$ cat config.mk
export PLATFORM = sky130hd
export DESIGN_NAME = adxl362_top
export DESIGN_NICKNAME = d
export VERILOG_FILES = /design/src/common/adxl_spi_pkg.sv /design/src/common/adxl_reg_pkg.sv /design/src/rtl/adxl_sample_gen.sv /design/src/rtl/adxl_sample_fifo.sv /design/src/rtl/adxl_reg_file.sv /design/src/adxl_spi_slave/adxl_spi_shifter.sv /design/src/adxl_spi_slave/adxl_spi_slave.sv /design/src/rtl/adxl362_top.sv
export SDC_FILE = /design/constraint.sdc
export NUM_CORES = 1
export LEC_CHECK = 0
export BUFFER_PORTS_ARGS = -buffer_cell sky130_fd_sc_hd__buf_2
export CAP_MARGIN = 20
export CORE_ASPECT_RATIO = 1.5
export CORE_UTILIZATION = 40
export DETAILED_ROUTE_END_ITERATION = 6
export PLACE_DENSITY_LB_ADDON = 0.12
export SYNTH_ARGS = -nofsm -noshare
export SYNTH_HDL_FRONTEND = slang
export SYNTH_SLANG_ARGS = --single-unit
$ cat constraint.sdc
create_clock -name clk_sys -period 5.6 [get_ports clk_sys]
set_input_delay 0.84 -clock clk_sys [delete_from_list [all_inputs] [get_ports clk_sys]]
set_output_delay 0.84 -clock clk_sys [all_outputs]
set_load 0.01 [all_outputs]
$ cat src/common/adxl_spi_pkg.sv
package adxl_spi_pkg;

   // SPI link, mode 0, one byte per transfer unit
   localparam int spi_byte_bits = 8;

   typedef logic [spi_byte_bits-1:0] spi_byte_t;

   // command bytes, first byte after cs_b falls
   localparam spi_byte_t cmd_write = 8'h0A;
   localparam spi_byte_t cmd_read  = 8'h0B;
   localparam spi_byte_t cmd_fifo  = 8'h0D;

endpackage

$ cat src/common/adxl_reg_pkg.sv
package adxl_reg_pkg;

   localparam int addr_bits = 6;

   typedef logic [addr_bits-1:0] reg_addr_t;

   // read-only ID registers
   localparam reg_addr_t addr_devid_ad  = 6'h00;
   localparam reg_addr_t addr_devid_mst = 6'h01;
   localparam reg_addr_t addr_partid    = 6'h02;

   localparam logic [7:0] id_devid_ad  = 8'hAD;
   localparam logic [7:0] id_devid_mst = 8'h1D;
   localparam logic [7:0] id_partid    = 8'hF2;

   // fifo occupancy, read only
   localparam reg_addr_t addr_fifo_entries_l = 6'h0C;
   localparam reg_addr_t addr_fifo_entries_h = 6'h0D;

   // writable block
   localparam reg_addr_t addr_rw_first  = 6'h20;
   localparam reg_addr_t addr_rw_last   = 6'h2D;
   localparam reg_addr_t addr_power_ctl = 6'h2D;

   localparam logic [1:0] power_measure = 2'b10; // POWER_CTL[1:0]

   localparam logic [1:0] axis_x = 2'd0;
   localparam logic [1:0] axis_y = 2'd1;
   localparam logic [1:0] axis_z = 2'd2;

   // one fifo entry, sent lo byte first over SPI
   typedef union packed {
      struct packed {
         logic [7:0] hi;
         logic [7:0] lo;
      } bytes;
      struct packed {
         logic [1:0]  axis;
         logic [13:0] value;
      } fields;
   } fifo_entry_u;

endpackage

$ cat src/rtl/adxl_sample_gen.sv
`timescale 1ns/1ps

module adxl_sample_gen #(
   parameter int SAMPLE_DIV = 64
) (
   input  logic                      clk_sys,
   input  logic                      nCS,
   input  logic                      measure,
   input  logic                      full,
   output logic                      wr_en,
   output adxl_reg_pkg::fifo_entry_u wr_entry
);

   localparam int DIV_W = (SAMPLE_DIV > 1) ? $clog2(SAMPLE_DIV) : 1;

   logic [DIV_W-1:0] div_cnt;
   logic             tick;
   logic             in_trip;  // triplet in progress
   logic [1:0]       axis_q;
   logic [13:0]      n_q;

   assign tick = (div_cnt == DIV_W'(SAMPLE_DIV - 1));

   // stall on full, never drop an entry
   assign wr_en = in_trip & ~full;

   always_comb begin
      wr_entry.fields.axis  = axis_q;
      wr_entry.fields.value = n_q;
   end

   always_ff @(posedge clk_sys or posedge nCS) begin
      if (nCS) begin
         div_cnt <= '0;
      end else if (!measure || tick) begin
         div_cnt <= '0;
      end else begin
         div_cnt <= div_cnt + 1'b1;
      end
   end

   always_ff @(posedge clk_sys or posedge nCS) begin
      if (nCS) begin
         in_trip <= 1'b0;
         axis_q  <= adxl_reg_pkg::axis_x;
         n_q     <= '0;
      end else begin
         if (!in_trip) begin
            if (measure && tick) begin
               in_trip <= 1'b1;
            end
         end else if (wr_en) begin
            if (axis_q == adxl_reg_pkg::axis_z) begin
               // triplet done, next sample
               in_trip <= 1'b0;
               axis_q  <= adxl_reg_pkg::axis_x;
               n_q     <= n_q + 1'b1;  // wraps at 14 bits
            end else begin
               axis_q <= axis_q + 2'd1;
            end
         end
      end
   end

endmodule

$ cat src/rtl/adxl_sample_fifo.sv
`timescale 1ns/1ps

module adxl_sample_fifo #(
   parameter int FIFO_DEPTH = 16
) (
   input  logic                                clk_sys,
   input  logic                                nCS,
   input  logic                                wr_en,
   input  adxl_reg_pkg::fifo_entry_u           wr_entry,
   output logic                                full,
   input  logic                                pop,
   output adxl_reg_pkg::fifo_entry_u           rd_entry,
   output logic                                empty,
   output logic [$clog2(FIFO_DEPTH+1)-1:0]     count
);

   localparam int PTR_W   = (FIFO_DEPTH > 1) ? $clog2(FIFO_DEPTH) : 1;
   localparam int COUNT_W = $clog2(FIFO_DEPTH + 1);

   adxl_reg_pkg::fifo_entry_u mem [FIFO_DEPTH];

   logic [PTR_W-1:0] wr_ptr;
   logic [PTR_W-1:0] rd_ptr;
   logic             do_wr;
   logic             do_rd;

   function automatic logic [PTR_W-1:0] ptr_next(input logic [PTR_W-1:0] p);
      ptr_next = (p == PTR_W'(FIFO_DEPTH - 1)) ? '0 : p + 1'b1;
   endfunction

   assign full     = (count == COUNT_W'(FIFO_DEPTH));
   assign empty    = (count == '0);
   assign do_wr    = wr_en & ~full;
   assign do_rd    = pop & ~empty;   // pop on empty is dropped
   assign rd_entry = mem[rd_ptr];

   always_ff @(posedge clk_sys) begin
      if (do_wr) begin
         mem[wr_ptr] <= wr_entry;
      end
   end

   always_ff @(posedge clk_sys or posedge nCS) begin
      if (nCS) begin
         wr_ptr <= '0;
         rd_ptr <= '0;
         count  <= '0;
      end else begin
         if (do_wr) wr_ptr <= ptr_next(wr_ptr);
         if (do_rd) rd_ptr <= ptr_next(rd_ptr);
         if (do_wr && !do_rd) begin
            count <= count + 1'b1;
         end else if (do_rd && !do_wr) begin
            count <= count - 1'b1;
         end
      end
   end

endmodule

$ cat src/rtl/adxl_reg_file.sv
`timescale 1ns/1ps

module adxl_reg_file #(
   parameter int FIFO_DEPTH = 16
) (
   input  logic                            clk_sys,
   input  logic                            nCS,
   input  adxl_reg_pkg::reg_addr_t         reg_addr,
   input  logic [7:0]                      reg_wdata,
   input  logic                            reg_we,
   output logic [7:0]                      reg_rdata,
   input  logic [$clog2(FIFO_DEPTH+1)-1:0] count,
   output logic                            measure
);

   // 0x20..0x2D, THRESH_ACT up to POWER_CTL
   logic [7:0] rw_regs [adxl_reg_pkg::addr_rw_first:adxl_reg_pkg::addr_rw_last];

   logic        in_rw;
   logic [15:0] count_wide;

   assign in_rw = (reg_addr >= adxl_reg_pkg::addr_rw_first) &&
                  (reg_addr <= adxl_reg_pkg::addr_rw_last);

   assign count_wide = 16'(count);

   assign measure = (rw_regs[adxl_reg_pkg::addr_power_ctl][1:0] ==
                     adxl_reg_pkg::power_measure);

   always_ff @(posedge clk_sys or posedge nCS) begin
      if (nCS) begin
         for (int i = adxl_reg_pkg::addr_rw_first; i <= adxl_reg_pkg::addr_rw_last; i++) begin
            rw_regs[i] <= 8'h00;
         end
      end else if (reg_we && in_rw) begin
         rw_regs[reg_addr] <= reg_wdata;  // ID / count writes fall through
      end
   end

   always_comb begin
      case (reg_addr)
         adxl_reg_pkg::addr_devid_ad: begin
            reg_rdata = adxl_reg_pkg::id_devid_ad;
         end
         adxl_reg_pkg::addr_devid_mst: begin
            reg_rdata = adxl_reg_pkg::id_devid_mst;
         end
         adxl_reg_pkg::addr_partid: begin
            reg_rdata = adxl_reg_pkg::id_partid;
         end
         adxl_reg_pkg::addr_fifo_entries_l: begin
            reg_rdata = count_wide[7:0];
         end
         adxl_reg_pkg::addr_fifo_entries_h: begin
            reg_rdata = count_wide[15:8];
         end
         default: begin
            // unmapped reads as zero
            reg_rdata = in_rw ? rw_regs[reg_addr] : 8'h00;
         end
      endcase
   end

endmodule

$ cat src/adxl_spi_slave/adxl_spi_shifter.sv
`timescale 1ns/1ps

module adxl_spi_shifter (
   input  logic                    clk_sys,
   input  logic                    nCS,
   input  logic                    sclk,
   input  logic                    mosi,
   input  logic                    cs_b,
   output logic                    miso,
   output logic                    active,
   output logic                    byte_start,
   output logic                    byte_done,
   output adxl_spi_pkg::spi_byte_t rx_byte,
   input  adxl_spi_pkg::spi_byte_t tx_byte
);

   localparam int MSB   = adxl_spi_pkg::spi_byte_bits - 1;
   localparam int CNT_W = $clog2(adxl_spi_pkg::spi_byte_bits);

   logic [2:0]               sclk_sync;  // two sync flops plus previous
   logic [2:0]               cs_sync;
   logic [1:0]               mosi_sync;
   logic                     sclk_rise;
   logic                     sclk_fall;
   logic                     cs_fall;
   logic                     fall_q;
   logic                     cs_fall_q;
   logic [CNT_W-1:0]         bit_cnt;
   adxl_spi_pkg::spi_byte_t  tx_sr;

   assign sclk_rise  = sclk_sync[1] & ~sclk_sync[2];
   assign sclk_fall  = ~sclk_sync[1] & sclk_sync[2];
   assign cs_fall    = ~cs_sync[1] & cs_sync[2];
   assign active     = ~cs_sync[1];
   assign byte_start = active & (cs_fall_q | (fall_q & (bit_cnt == '0)));

   always_ff @(posedge clk_sys or posedge nCS) begin
      if (nCS) begin
         sclk_sync <= 3'b000;
         cs_sync   <= 3'b111;  // deselected
         mosi_sync <= 2'b00;
      end else begin
         sclk_sync <= {sclk_sync[1:0], sclk};
         cs_sync   <= {cs_sync[1:0], cs_b};
         mosi_sync <= {mosi_sync[0], mosi};
      end
   end

   // edge pulses delayed once so miso moves 3 cycles after the pin
   always_ff @(posedge clk_sys or posedge nCS) begin
      if (nCS) begin
         fall_q    <= 1'b0;
         cs_fall_q <= 1'b0;
         byte_done <= 1'b0;
         bit_cnt   <= '0;
         miso      <= 1'b0;
      end else begin
         fall_q    <= active & sclk_fall;
         cs_fall_q <= cs_fall;
         byte_done <= active & sclk_rise & (bit_cnt == CNT_W'(MSB));
         if (!active) begin
            bit_cnt <= '0;
            miso    <= 1'b0;
         end else begin
            if (sclk_rise) bit_cnt <= bit_cnt + 1'b1;
            if (byte_start) begin
               miso <= tx_byte[MSB];
            end else if (fall_q) begin
               miso <= tx_sr[MSB];
            end
         end
      end
   end

   always_ff @(posedge clk_sys) begin
      if (active && sclk_rise) rx_byte <= {rx_byte[MSB-1:0], mosi_sync[1]};
      if (byte_start) begin
         tx_sr <= tx_byte << 1;
      end else if (fall_q) begin
         tx_sr <= tx_sr << 1;
      end
   end

endmodule

$ cat src/adxl_spi_slave/adxl_spi_slave.sv
`timescale 1ns/1ps

module adxl_spi_slave (
   input  logic                      clk_sys,
   input  logic                      nCS,
   input  logic                      sclk,
   input  logic                      mosi,
   input  logic                      cs_b,
   output logic                      miso,
   output adxl_reg_pkg::reg_addr_t   reg_addr,
   output logic [7:0]                reg_wdata,
   output logic                      reg_we,
   input  logic [7:0]                reg_rdata,
   input  adxl_reg_pkg::fifo_entry_u rd_entry,
   input  logic                      empty,
   output logic                      pop
);

   localparam logic [2:0] st_cmd     = 3'd0;
   localparam logic [2:0] st_addr    = 3'd1;
   localparam logic [2:0] st_wdata   = 3'd2;
   localparam logic [2:0] st_rdata   = 3'd3;
   localparam logic [2:0] st_fifo_lo = 3'd4;
   localparam logic [2:0] st_fifo_hi = 3'd5;
   localparam logic [2:0] st_ignore  = 3'd6;

   logic [2:0]                state;
   logic                      is_write;     // write vs read burst
   logic                      entry_valid;  // latched entry came from the fifo
   adxl_reg_pkg::fifo_entry_u entry_q;

   logic                      active;
   logic                      byte_start;
   logic                      byte_done;
   adxl_spi_pkg::spi_byte_t   rx_byte;
   adxl_spi_pkg::spi_byte_t   tx_byte;

   adxl_spi_shifter u_shifter (
      .clk_sys    (clk_sys),
      .nCS        (nCS),
      .sclk       (sclk),
      .mosi       (mosi),
      .cs_b       (cs_b),
      .miso       (miso),
      .active     (active),
      .byte_start (byte_start),
      .byte_done  (byte_done),
      .rx_byte    (rx_byte),
      .tx_byte    (tx_byte)
   );

   // reply byte, sampled by the shifter at byte_start
   always_comb begin
      case (state)
         st_rdata: begin
            tx_byte = reg_rdata;
         end
         st_fifo_lo: begin
            tx_byte = empty ? 8'h00 : rd_entry.bytes.lo;
         end
         st_fifo_hi: begin
            tx_byte = entry_q.bytes.hi;
         end
         default: begin
            tx_byte = 8'h00;
         end
      endcase
   end

   always_ff @(posedge clk_sys or posedge nCS) begin
      if (nCS) begin
         state       <= st_cmd;
         is_write    <= 1'b0;
         entry_valid <= 1'b0;
         reg_addr    <= '0;
         reg_we      <= 1'b0;
         pop         <= 1'b0;
      end else begin
         reg_we <= 1'b0;
         pop    <= 1'b0;
         if (reg_we) begin
            reg_addr <= reg_addr + 1'b1;  // burst write, wraps at 6 bits
         end
         if (!active) begin
            state <= st_cmd;
         end else begin
            case (state)
               st_cmd: begin
                  if (byte_done) begin
                     if (rx_byte == adxl_spi_pkg::cmd_write) begin
                        is_write <= 1'b1;
                        state    <= st_addr;
                     end else if (rx_byte == adxl_spi_pkg::cmd_read) begin
                        is_write <= 1'b0;
                        state    <= st_addr;
                     end else if (rx_byte == adxl_spi_pkg::cmd_fifo) begin
                        state <= st_fifo_lo;
                     end else begin
                        state <= st_ignore;  // until cs_b rises
                     end
                  end
               end
               st_addr: begin
                  if (byte_done) begin
                     reg_addr <= rx_byte[adxl_reg_pkg::addr_bits-1:0];
                     state    <= is_write ? st_wdata : st_rdata;
                  end
               end
               st_wdata: begin
                  if (byte_done) reg_we <= 1'b1;
               end
               st_rdata: begin
                  if (byte_done) reg_addr <= reg_addr + 1'b1;
               end
               st_fifo_lo: begin
                  if (byte_start) entry_valid <= ~empty;
                  if (byte_done) state <= st_fifo_hi;
               end
               st_fifo_hi: begin
                  if (byte_done) begin
                     pop   <= entry_valid;  // no pop for the 0x0000 filler
                     state <= st_fifo_lo;
                  end
               end
               default: begin
                  state <= st_ignore;
               end
            endcase
         end
      end
   end

   always_ff @(posedge clk_sys) begin
      if (state == st_wdata && byte_done) reg_wdata <= rx_byte;
      // whole entry held for the hi byte
      if (state == st_fifo_lo && byte_start) entry_q <= empty ? 16'h0000 : rd_entry;
   end

endmodule

$ cat src/rtl/adxl362_top.sv
`timescale 1ns/1ps

module adxl362_top #(
   parameter int FIFO_DEPTH = 16,
   parameter int SAMPLE_DIV = 64
) (
   input  logic clk_sys,
   input  logic nCS,
   input  logic sclk,
   input  logic mosi,
   input  logic cs_b,
   output logic miso
);

   localparam int COUNT_W = $clog2(FIFO_DEPTH + 1);

   logic                      measure;
   logic                      full;
   logic                      wr_en;
   adxl_reg_pkg::fifo_entry_u wr_entry;
   adxl_reg_pkg::fifo_entry_u rd_entry;
   logic                      empty;
   logic                      pop;
   logic [COUNT_W-1:0]        count;
   adxl_reg_pkg::reg_addr_t   reg_addr;
   logic [7:0]                reg_wdata;
   logic [7:0]                reg_rdata;
   logic                      reg_we;

   adxl_sample_gen #(.SAMPLE_DIV(SAMPLE_DIV)) u_gen (
      .clk_sys  (clk_sys),
      .nCS      (nCS),
      .measure  (measure),
      .full     (full),
      .wr_en    (wr_en),
      .wr_entry (wr_entry)
   );

   adxl_sample_fifo #(.FIFO_DEPTH(FIFO_DEPTH)) u_fifo (
      .clk_sys  (clk_sys),
      .nCS      (nCS),
      .wr_en    (wr_en),
      .wr_entry (wr_entry),
      .full     (full),
      .pop      (pop),
      .rd_entry (rd_entry),
      .empty    (empty),
      .count    (count)
   );

   adxl_reg_file #(.FIFO_DEPTH(FIFO_DEPTH)) u_regs (
      .clk_sys   (clk_sys),
      .nCS       (nCS),
      .reg_addr  (reg_addr),
      .reg_wdata (reg_wdata),
      .reg_we    (reg_we),
      .reg_rdata (reg_rdata),
      .count     (count),
      .measure   (measure)
   );

   adxl_spi_slave u_slave (
      .clk_sys   (clk_sys),
      .nCS       (nCS),
      .sclk      (sclk),
      .mosi      (mosi),
      .cs_b      (cs_b),
      .miso      (miso),
      .reg_addr  (reg_addr),
      .reg_wdata (reg_wdata),
      .reg_we    (reg_we),
      .reg_rdata (reg_rdata),
      .rd_entry  (rd_entry),
      .empty     (empty),
      .pop       (pop)
   );

endmodule

### Word-level counts from Yosys, hierarchy flattened

Memory sizes are Yosys's and may differ from the RTL's.
Cells that the tools add are included.

| word-level totals | value |
|---|---|
| register bits | 215 |
| latch bits | 0 |
| memory bits (writable) | 256 |
| ROM bits | 0 |
| bits of input ports | 5 |
| output and inout port bits | 1 |
| logic and storage cells | 175 |
| memories kept | 1 |

| cells by class | value |
|---|---|
| add/sub/neg operators | 9 |
| multipliers | 0 |
| divide/modulo/power cells | 0 |
| magnitude comparators | 4 |
| equal/unequal tests | 24 |
| shift-type cells | 0 |
| muxes and demuxes | 52 |
| bitwise gates (word level) | 18 |
| reductions and logical operators | 28 |

Memory list:

| name | depth | bits a word | rd ports | clocked after memory_dff | write ports | RTL line | RTL |
|---|---|---|---|---|---|---|---|
| u_fifo.mem | 16 | 16 | 1 | 0 | 1 | adxl_sample_fifo.sv:20 | `adxl_reg_pkg::fifo_entry_u mem [FIFO_DEPTH];` |

Operators with widths:

| operator | count |
|---|---|
| 112-bit bitwise mux | 1 |
| 8-bit two-way mux | 7 |
| 8-bit binary-select mux with 6-bit select | 1 |
| 8-bit demux with 6-bit select | 1 |
| 8-bit case mux with 5 select lines | 1 |
| 6-bit two-way mux | 5 |
| 3-bit two-way mux | 9 |
| 8-bit by 4-bit equality test with 1-bit output, second input constant | 3 |
| 8-bit case mux with 3 select lines | 1 |
| 1-bit two-way mux | 18 |
| 3-bit case mux with 5 select lines | 1 |
| 14-bit by 1-bit adder with 14-bit output, second input constant | 1 |
| 6-bit by 1-bit adder with 6-bit output, second input constant | 2 |
| 6-bit by 4-bit equality test with 1-bit output, second input constant | 2 |
| 3-bit inequality test, second input constant | 4 |
| 6-bit case mux with 2 select lines | 1 |
| 1-bit AND | 11 |
| 5-bit two-way mux | 2 |
| 3-bit equality test, second input constant | 3 |
| 1-bit logical AND | 9 |
| 4-bit by 1-bit adder with 4-bit output, second input constant | 2 |
| 4-bit equality test, second input constant | 2 |
| 4-bit two-way mux | 2 |
| 2-bit nonzero test | 4 |
| other kinds (31) | 42 |

### Depth between registers and ports, before layout

| depth | value |
|---|---|
| word-level depth | 9 |
| gate-level depth with buffers | 12 |
| mapped depth without buffers | 11 |

### By module

Synthesis repeated with hierarchy kept, for this count alone.

| second synthesis, totals | value |
|---|---|
| cells, all modules | 1220 |
| area, all modules | 19707.7 sq um |

By module, submodules not included:

| module | times used | cells an instance | area each (sq um) | seq. area each (sq um) |
|---|---|---|---|---|
| adxl_sample_fifo | 1 | 495 | 10518.8 | 8012.7 |
| adxl_reg_file | 1 | 438 | 5544.1 | 2802.7 |
| adxl_spi_slave | 1 | 135 | 1512.7 | 805.8 |
| adxl_spi_shifter | 1 | 64 | 1108.6 | 829.5 |
| adxl_sample_gen | 1 | 88 | 1023.5 | 575.6 |

### Worst setup path before layout

Ideal clock, no wire load.

| path | value |
|---|---|
| kind | reg2reg |
| from | register u_fifo.count[1] |
| to | register u_fifo.count[4] |
| library setup time | 0.080 ns |
| data arrival time | 2.821 ns |
| required time | 5.520 ns |
| path slack | 2.699 ns |
| cell stages (with the launch flop) | 13 |
| period minus slack after synthesis | 2.901 ns |
| cells stage by stage | dfrtp_1 nor4_1 a21oi_1 clkbuf_1 clkbuf_1 ha_1 inv_1 ha_1 nor2b_1 o21a_1 or3_1 a21oi_1 xnor2_1 |

| between the ends | value |
|---|---|
| longest elaborated chain between the ends | 7 |
| elaborated cells on any way between the ends | 16 |
| those cells by class | add/sub (2); eq/ne (1); mux (2); bitwise (5); reduce/logical (6) |

RTL lines:

| element | RTL line | RTL |
|---|---|---|
| start: declaration | adxl_sample_fifo.sv:14 | `output logic [$clog2(FIFO_DEPTH+1)-1:0] count` |
| start signal: assignment | adxl_sample_fifo.sv:52 | `count <= count + 1'b1;` |
| start signal: assignment | adxl_sample_fifo.sv:54 | `count <= count - 1'b1;` |
| 5-bit equality test * | adxl_sample_fifo.sv:31 | `assign full = (count == COUNT_W'(FIFO_DEPTH));` |
| 1-bit NOT * | adxl_sample_gen.sv:25, adxl_sample_fifo.sv:33 |  |
| 1-bit AND | adxl_sample_gen.sv:25 | `assign wr_en = in_trip & ~full;` |
| 1-bit AND * | adxl_sample_fifo.sv:33 | `assign do_wr = wr_en & ~full;` |
| named net u_fifo.do_wr | adxl_sample_fifo.sv:24 | `logic do_wr;` |
| 1-bit zero test | adxl_sample_fifo.sv:53 | `end else if (do_rd && !do_wr) begin` |
| 1-bit logical AND | adxl_sample_fifo.sv:53 |  |
| 2-bit nonzero test (no source line) | - |  |

Mark *: on every way through the listed nets, which the timed path passes. The rest lies on a longest branch. The select of a mux whose other input is x is not followed.
A chain may end at the register's enable or synchronous reset.

### Worst setup path in the final report

| path | value |
|---|---|
| from | register u_fifo.count[0] |
| to | register u_fifo.count[4] |

| between the ends | value |
|---|---|
| longest elaborated chain between the ends | 7 |
| elaborated cells on any way between the ends | 16 |
| those cells by class | add/sub (2); eq/ne (1); mux (2); bitwise (5); reduce/logical (6) |

RTL lines:

| element |
|---|
| parallel branches: the longest is 7 deep, another holds 5-bit by 1-bit subtractor with 5-bit output |

Parallel ways; which one is timed is not known. The select of a mux whose other input is x is not followed.

==> results.cfg <==
[worst_setup_path]
path_depth = 11
path_cells = nor4_1 > nand2_1 > nand2_1 > ha_1 > inv_1 > ha_1 > nor2b_1 > o21a_1 > or3_1 > a21oi_1 > xnor2_1
r2r_slack_ns = 2.08
max_stage_delay_ns = 0.56
critPathCaptureType = flop
r2r-end = u_fifo.count[4]
critical_path_required_ns = 6.09
critical_path_class = flop to flop
crit_arrival_ns = 4.02
critical_path_buf_inv_count = 1
startpoint_type = flop
crit_slowest_cell = nor4_1
crit_start = u_fifo.count[0]
critical_path.max_fanout = 13
setup.worst_path.end = u_fifo.count[4]
r2r_start = u_fifo.count[0]
critical_path.top_delay_family = simple AND/OR/NAND/NOR gates
reg2reg_depth = 11

[timing]
min_period_over_period_pct = 62.9
skew_ns = 0.0208
worst_pin_slew_ns = 0.996
worst_hold_slack_ns = 0.351
setup_viol = 0
worst_slack_ns = 2.08
min_period_ns = 3.52
relSlewSlack_pct = 33.5
hold_viol = 0
report.final.slew_viol_count = 0
timing.setup.tns_ns = 0
grt_setup_unrepaired = false
fmax_mhz = 284

[logic_synthesis]
synthSimpleGateAreaFrac_pct = 6.12
synthXorXnorAreaFrac_pct = 1.29
synth_compound_area_share_pct = 5.39
synth.yosys.seq_area_share_pct = 66.1
ys_ff_latch = 463
synth_enable_flop_cells = 287
syn_inst = 1202
ys_warn_count = 0
syn_nets = 1227
ys.flop_type = edfxtp_1
synth_area_mm2 = 0.0197
yosys.area_share.adder_pct = 1.31
synth_mux_area_share_pct = 17.6
synthArstFlopShare_pct = 38.0
synth_cell_types = 76
synth_top_family_by_area = multiplexers
avgSynthCellArea_um2 = 16.4

[route]
ant_nets = 0
drt_iter0_drc = 655
wl_per_cell_um = 24.7
vias = 10600
vias_per_cell = 5.54
dr.pass1.iters = 5
drc = 0
wl_um = 47200

[job]
drv_cap = 0

[clock_network]
cts_tree = done
cts_buffers = 47
cts_num_sinks = 463
postCtsResizedCells = 0
post_cts_buffers = 0
cts_hold_buf = 0
clk_path_buf_depth = 3
clk_latency_ns = 0.57
clk_pin_slew_worst_paths_ns = 0.06
root_buffer = clkbuf_16
htree_levels = 2

[global_routing]
grt.met1_usage_pct = 23.4
grt_use_met3_pct = 2.38
antenna_found_initial = 0
grt_pass1_vias = 11100
gr-usage-met2_pct = 36.0
grt_max_degree = 152
track_usage_pct = 19.5
grt_most_used_layer = met2
grt_pass1_wl_um = 71500
grt_overflow = 0

[layout]
n_antenna_cell = 0
fin_nets = 1241
fin_cells = 1910
drive_above_1_share_pct = 24.2
area_growth_pct = 11.5

[worst_hold_path]
min_path_type = input port to asynchronous set/reset pin

[run_status]
status = complete, no violations

[power_and_ir_drop]
p_total_mw = 6.80
ir_drop_mv = 0.261
power.density_mw_per_mm2 = 309
power_leakage_nw = 7.33

[die]
die_w_um = 183
die_area_mm2 = 0.0502
fp-row-count = 99
coreArea_mm2 = 0.0487
ioPinCount = 6
die_h_um = 274
initial_core_util_pct = 40.5

[placed_design]
gp_congestion = 0.801
dp_cells = 1822
pre_cts_ws_ns = 2.12
port_buffers = 5
hpwl_um = 29600
state kept, by name (all words and copies together) (netlist names), 5 cells and up:
signal,count
u_slave.reg_addr,6
u_regs.rw_regs,112
u_gen.div_cnt,6
u_slave.u_shifter.tx_sr,7
u_gen.n_q,14
u_fifo.mem,256
u_slave.entry_q,8
u_slave.u_shifter.rx_byte,8
u_fifo.count,5
u_slave.reg_wdata,8
how the worst min path moves through the flow:
stage	to	start	cells after the start
2_1_floorplan	u_slave.u_shifter.mosi_sync[1]	u_slave.u_shifter.mosi_sync[0]	0
3_3_place_gp	u_slave.u_shifter.sclk_sync[1]	u_slave.u_shifter.sclk_sync[0]	0
3_5_place_dp	u_slave.u_shifter.sclk_sync[1]	u_slave.u_shifter.sclk_sync[0]	0
4_1_cts	u_slave.u_shifter.cs_sync[0]	cs_b	1
5_1_grt	u_slave.u_shifter.cs_sync[0]	cs_b	1
6_report	u_slave.u_shifter.sclk_sync[0]	nCS	2
layout make-up:
type	instances	area, um2
clock inverters	33	313
well taps	656	821
inverters	22	86.3
flip-flops and latches	463	13000
multi-input cells	650	6280
clock buffers	54	1210
repair buffers	32	238
fillers	4278	26700
synth_stat cells, types with 7 or more instances:
cell type  number  area [um2]
dfrtp_1       173        4330
o211ai_1        9        67.6
mux2i_1        35         350
nor2b_1        21         131
o22ai_1         8        50.1
xnor2_1        23         201
a221oi_1       10        87.6
and3_1         23         144
edfxtp_1      287        8620
mux4_2         49        1100
mux4_1         24         631
a211oi_1        8        60.1
inv_1          21        78.8
nand4_1         8        50.1
nor3_1          7        35.0
ha_1           19         238
a21oi_1        26         130
nor2_1         40         150
mux2_2        121        1360
and2_1         13        81.3
nand2_1        44         165
nor2_2          9        56.3
o21ai_0        16        80.1
a22oi_1        10        75.1
nand3_1        25         125
clkbuf_1       33         124
buf_2          22         110
through the flow:
stage               utilization, %  instance area, um2
finish                        45.2               22000
global route                  45.2               22000
CTS                           45.1               22000
detailed placement            42.0               20500
global placement              42.0               20500
floorplan                        -               19700
power by group:
part | switching [mW] | leakage, nW | total (mW) | internal, mW
sequential | 0.00689 | 4.46 | 3.62 | 3.61
clock | 1.33 | 0.740 | 3.13 | 1.79
combinational | 0.0382 | 2.13 | 0.0487 | 0.0106
total | 1.38 | 7.33 | 6.80 | 5.42
cell usage in the layout (no fill, tap or decap), types with 5 or more instances in the layout:
| master | Yosys | final |
|---|---|---|
| o21ai_0 | 16 | 16 |
| nor2_2 | 9 | 10 |
| nand2b_1 | 6 | 6 |
| mux2_2 | 121 | 121 |
| o211ai_1 | 9 | 9 |
| bufinv_16 | 0 | 5 |
| clkbuf_1 | 33 | 6 |
| a21oi_1 | 26 | 26 |
| edfxtp_1 | 287 | 287 |
| xnor2_1 | 23 | 23 |
| ha_1 | 19 | 19 |
| clkinvlp_4 | 0 | 5 |
| nor2b_1 | 21 | 21 |
| nor3_1 | 7 | 6 |
| mux2i_1 | 35 | 35 |
| clkbuf_16 | 0 | 47 |
| nand4_1 | 8 | 8 |
| mux4_1 | 24 | 24 |
| buf_2 | 22 | 6 |
| nor2_1 | 40 | 39 |
| nand2_1 | 44 | 44 |
| xor2_1 | 6 | 6 |
| o21a_1 | 5 | 5 |
| clkinv_1 | 1 | 12 |
| nand3_1 | 25 | 25 |
| a22oi_1 | 10 | 10 |
| buf_4 | 3 | 25 |
| o221ai_1 | 6 | 6 |
| a31oi_1 | 5 | 5 |
| a221o_1 | 6 | 6 |
| and3_1 | 23 | 23 |
| a211o_1 | 5 | 5 |
| o22ai_1 | 8 | 8 |
| clkinv_2 | 0 | 9 |
| dfrtp_1 | 173 | 169 |
| and2_1 | 13 | 13 |
| a211oi_1 | 8 | 8 |
| mux4_2 | 49 | 49 |
| a221oi_1 | 10 | 10 |
| inv_1 | 21 | 20 |
layer usage:
metal  wire, um  vias up
li1           -     4736
met1      18800     5616
met3       1380       75
met5          0        -
met2      25700      154
met4       1300        0
logic make-up after synthesis:
group | Yosys count
fa+ha+maj | 20
simple gates | 224
flops | 463
compound gates | 146
mux | 231
xor+xnor | 29
buf+inv | 89
worst register-to-register path, delay by kind of cell, from the launching register on:
family | cells | cell delay, ns
fa+ha+maj | 2 | 0.57
simple gates | 5 | 1.86
compound gates | 2 | 0.34
buf+inv | 1 | 0.10
flops | 1 | 0.45
xor+xnor | 1 | 0.13
Note: power is estimated with default switching activity, not from simulation.
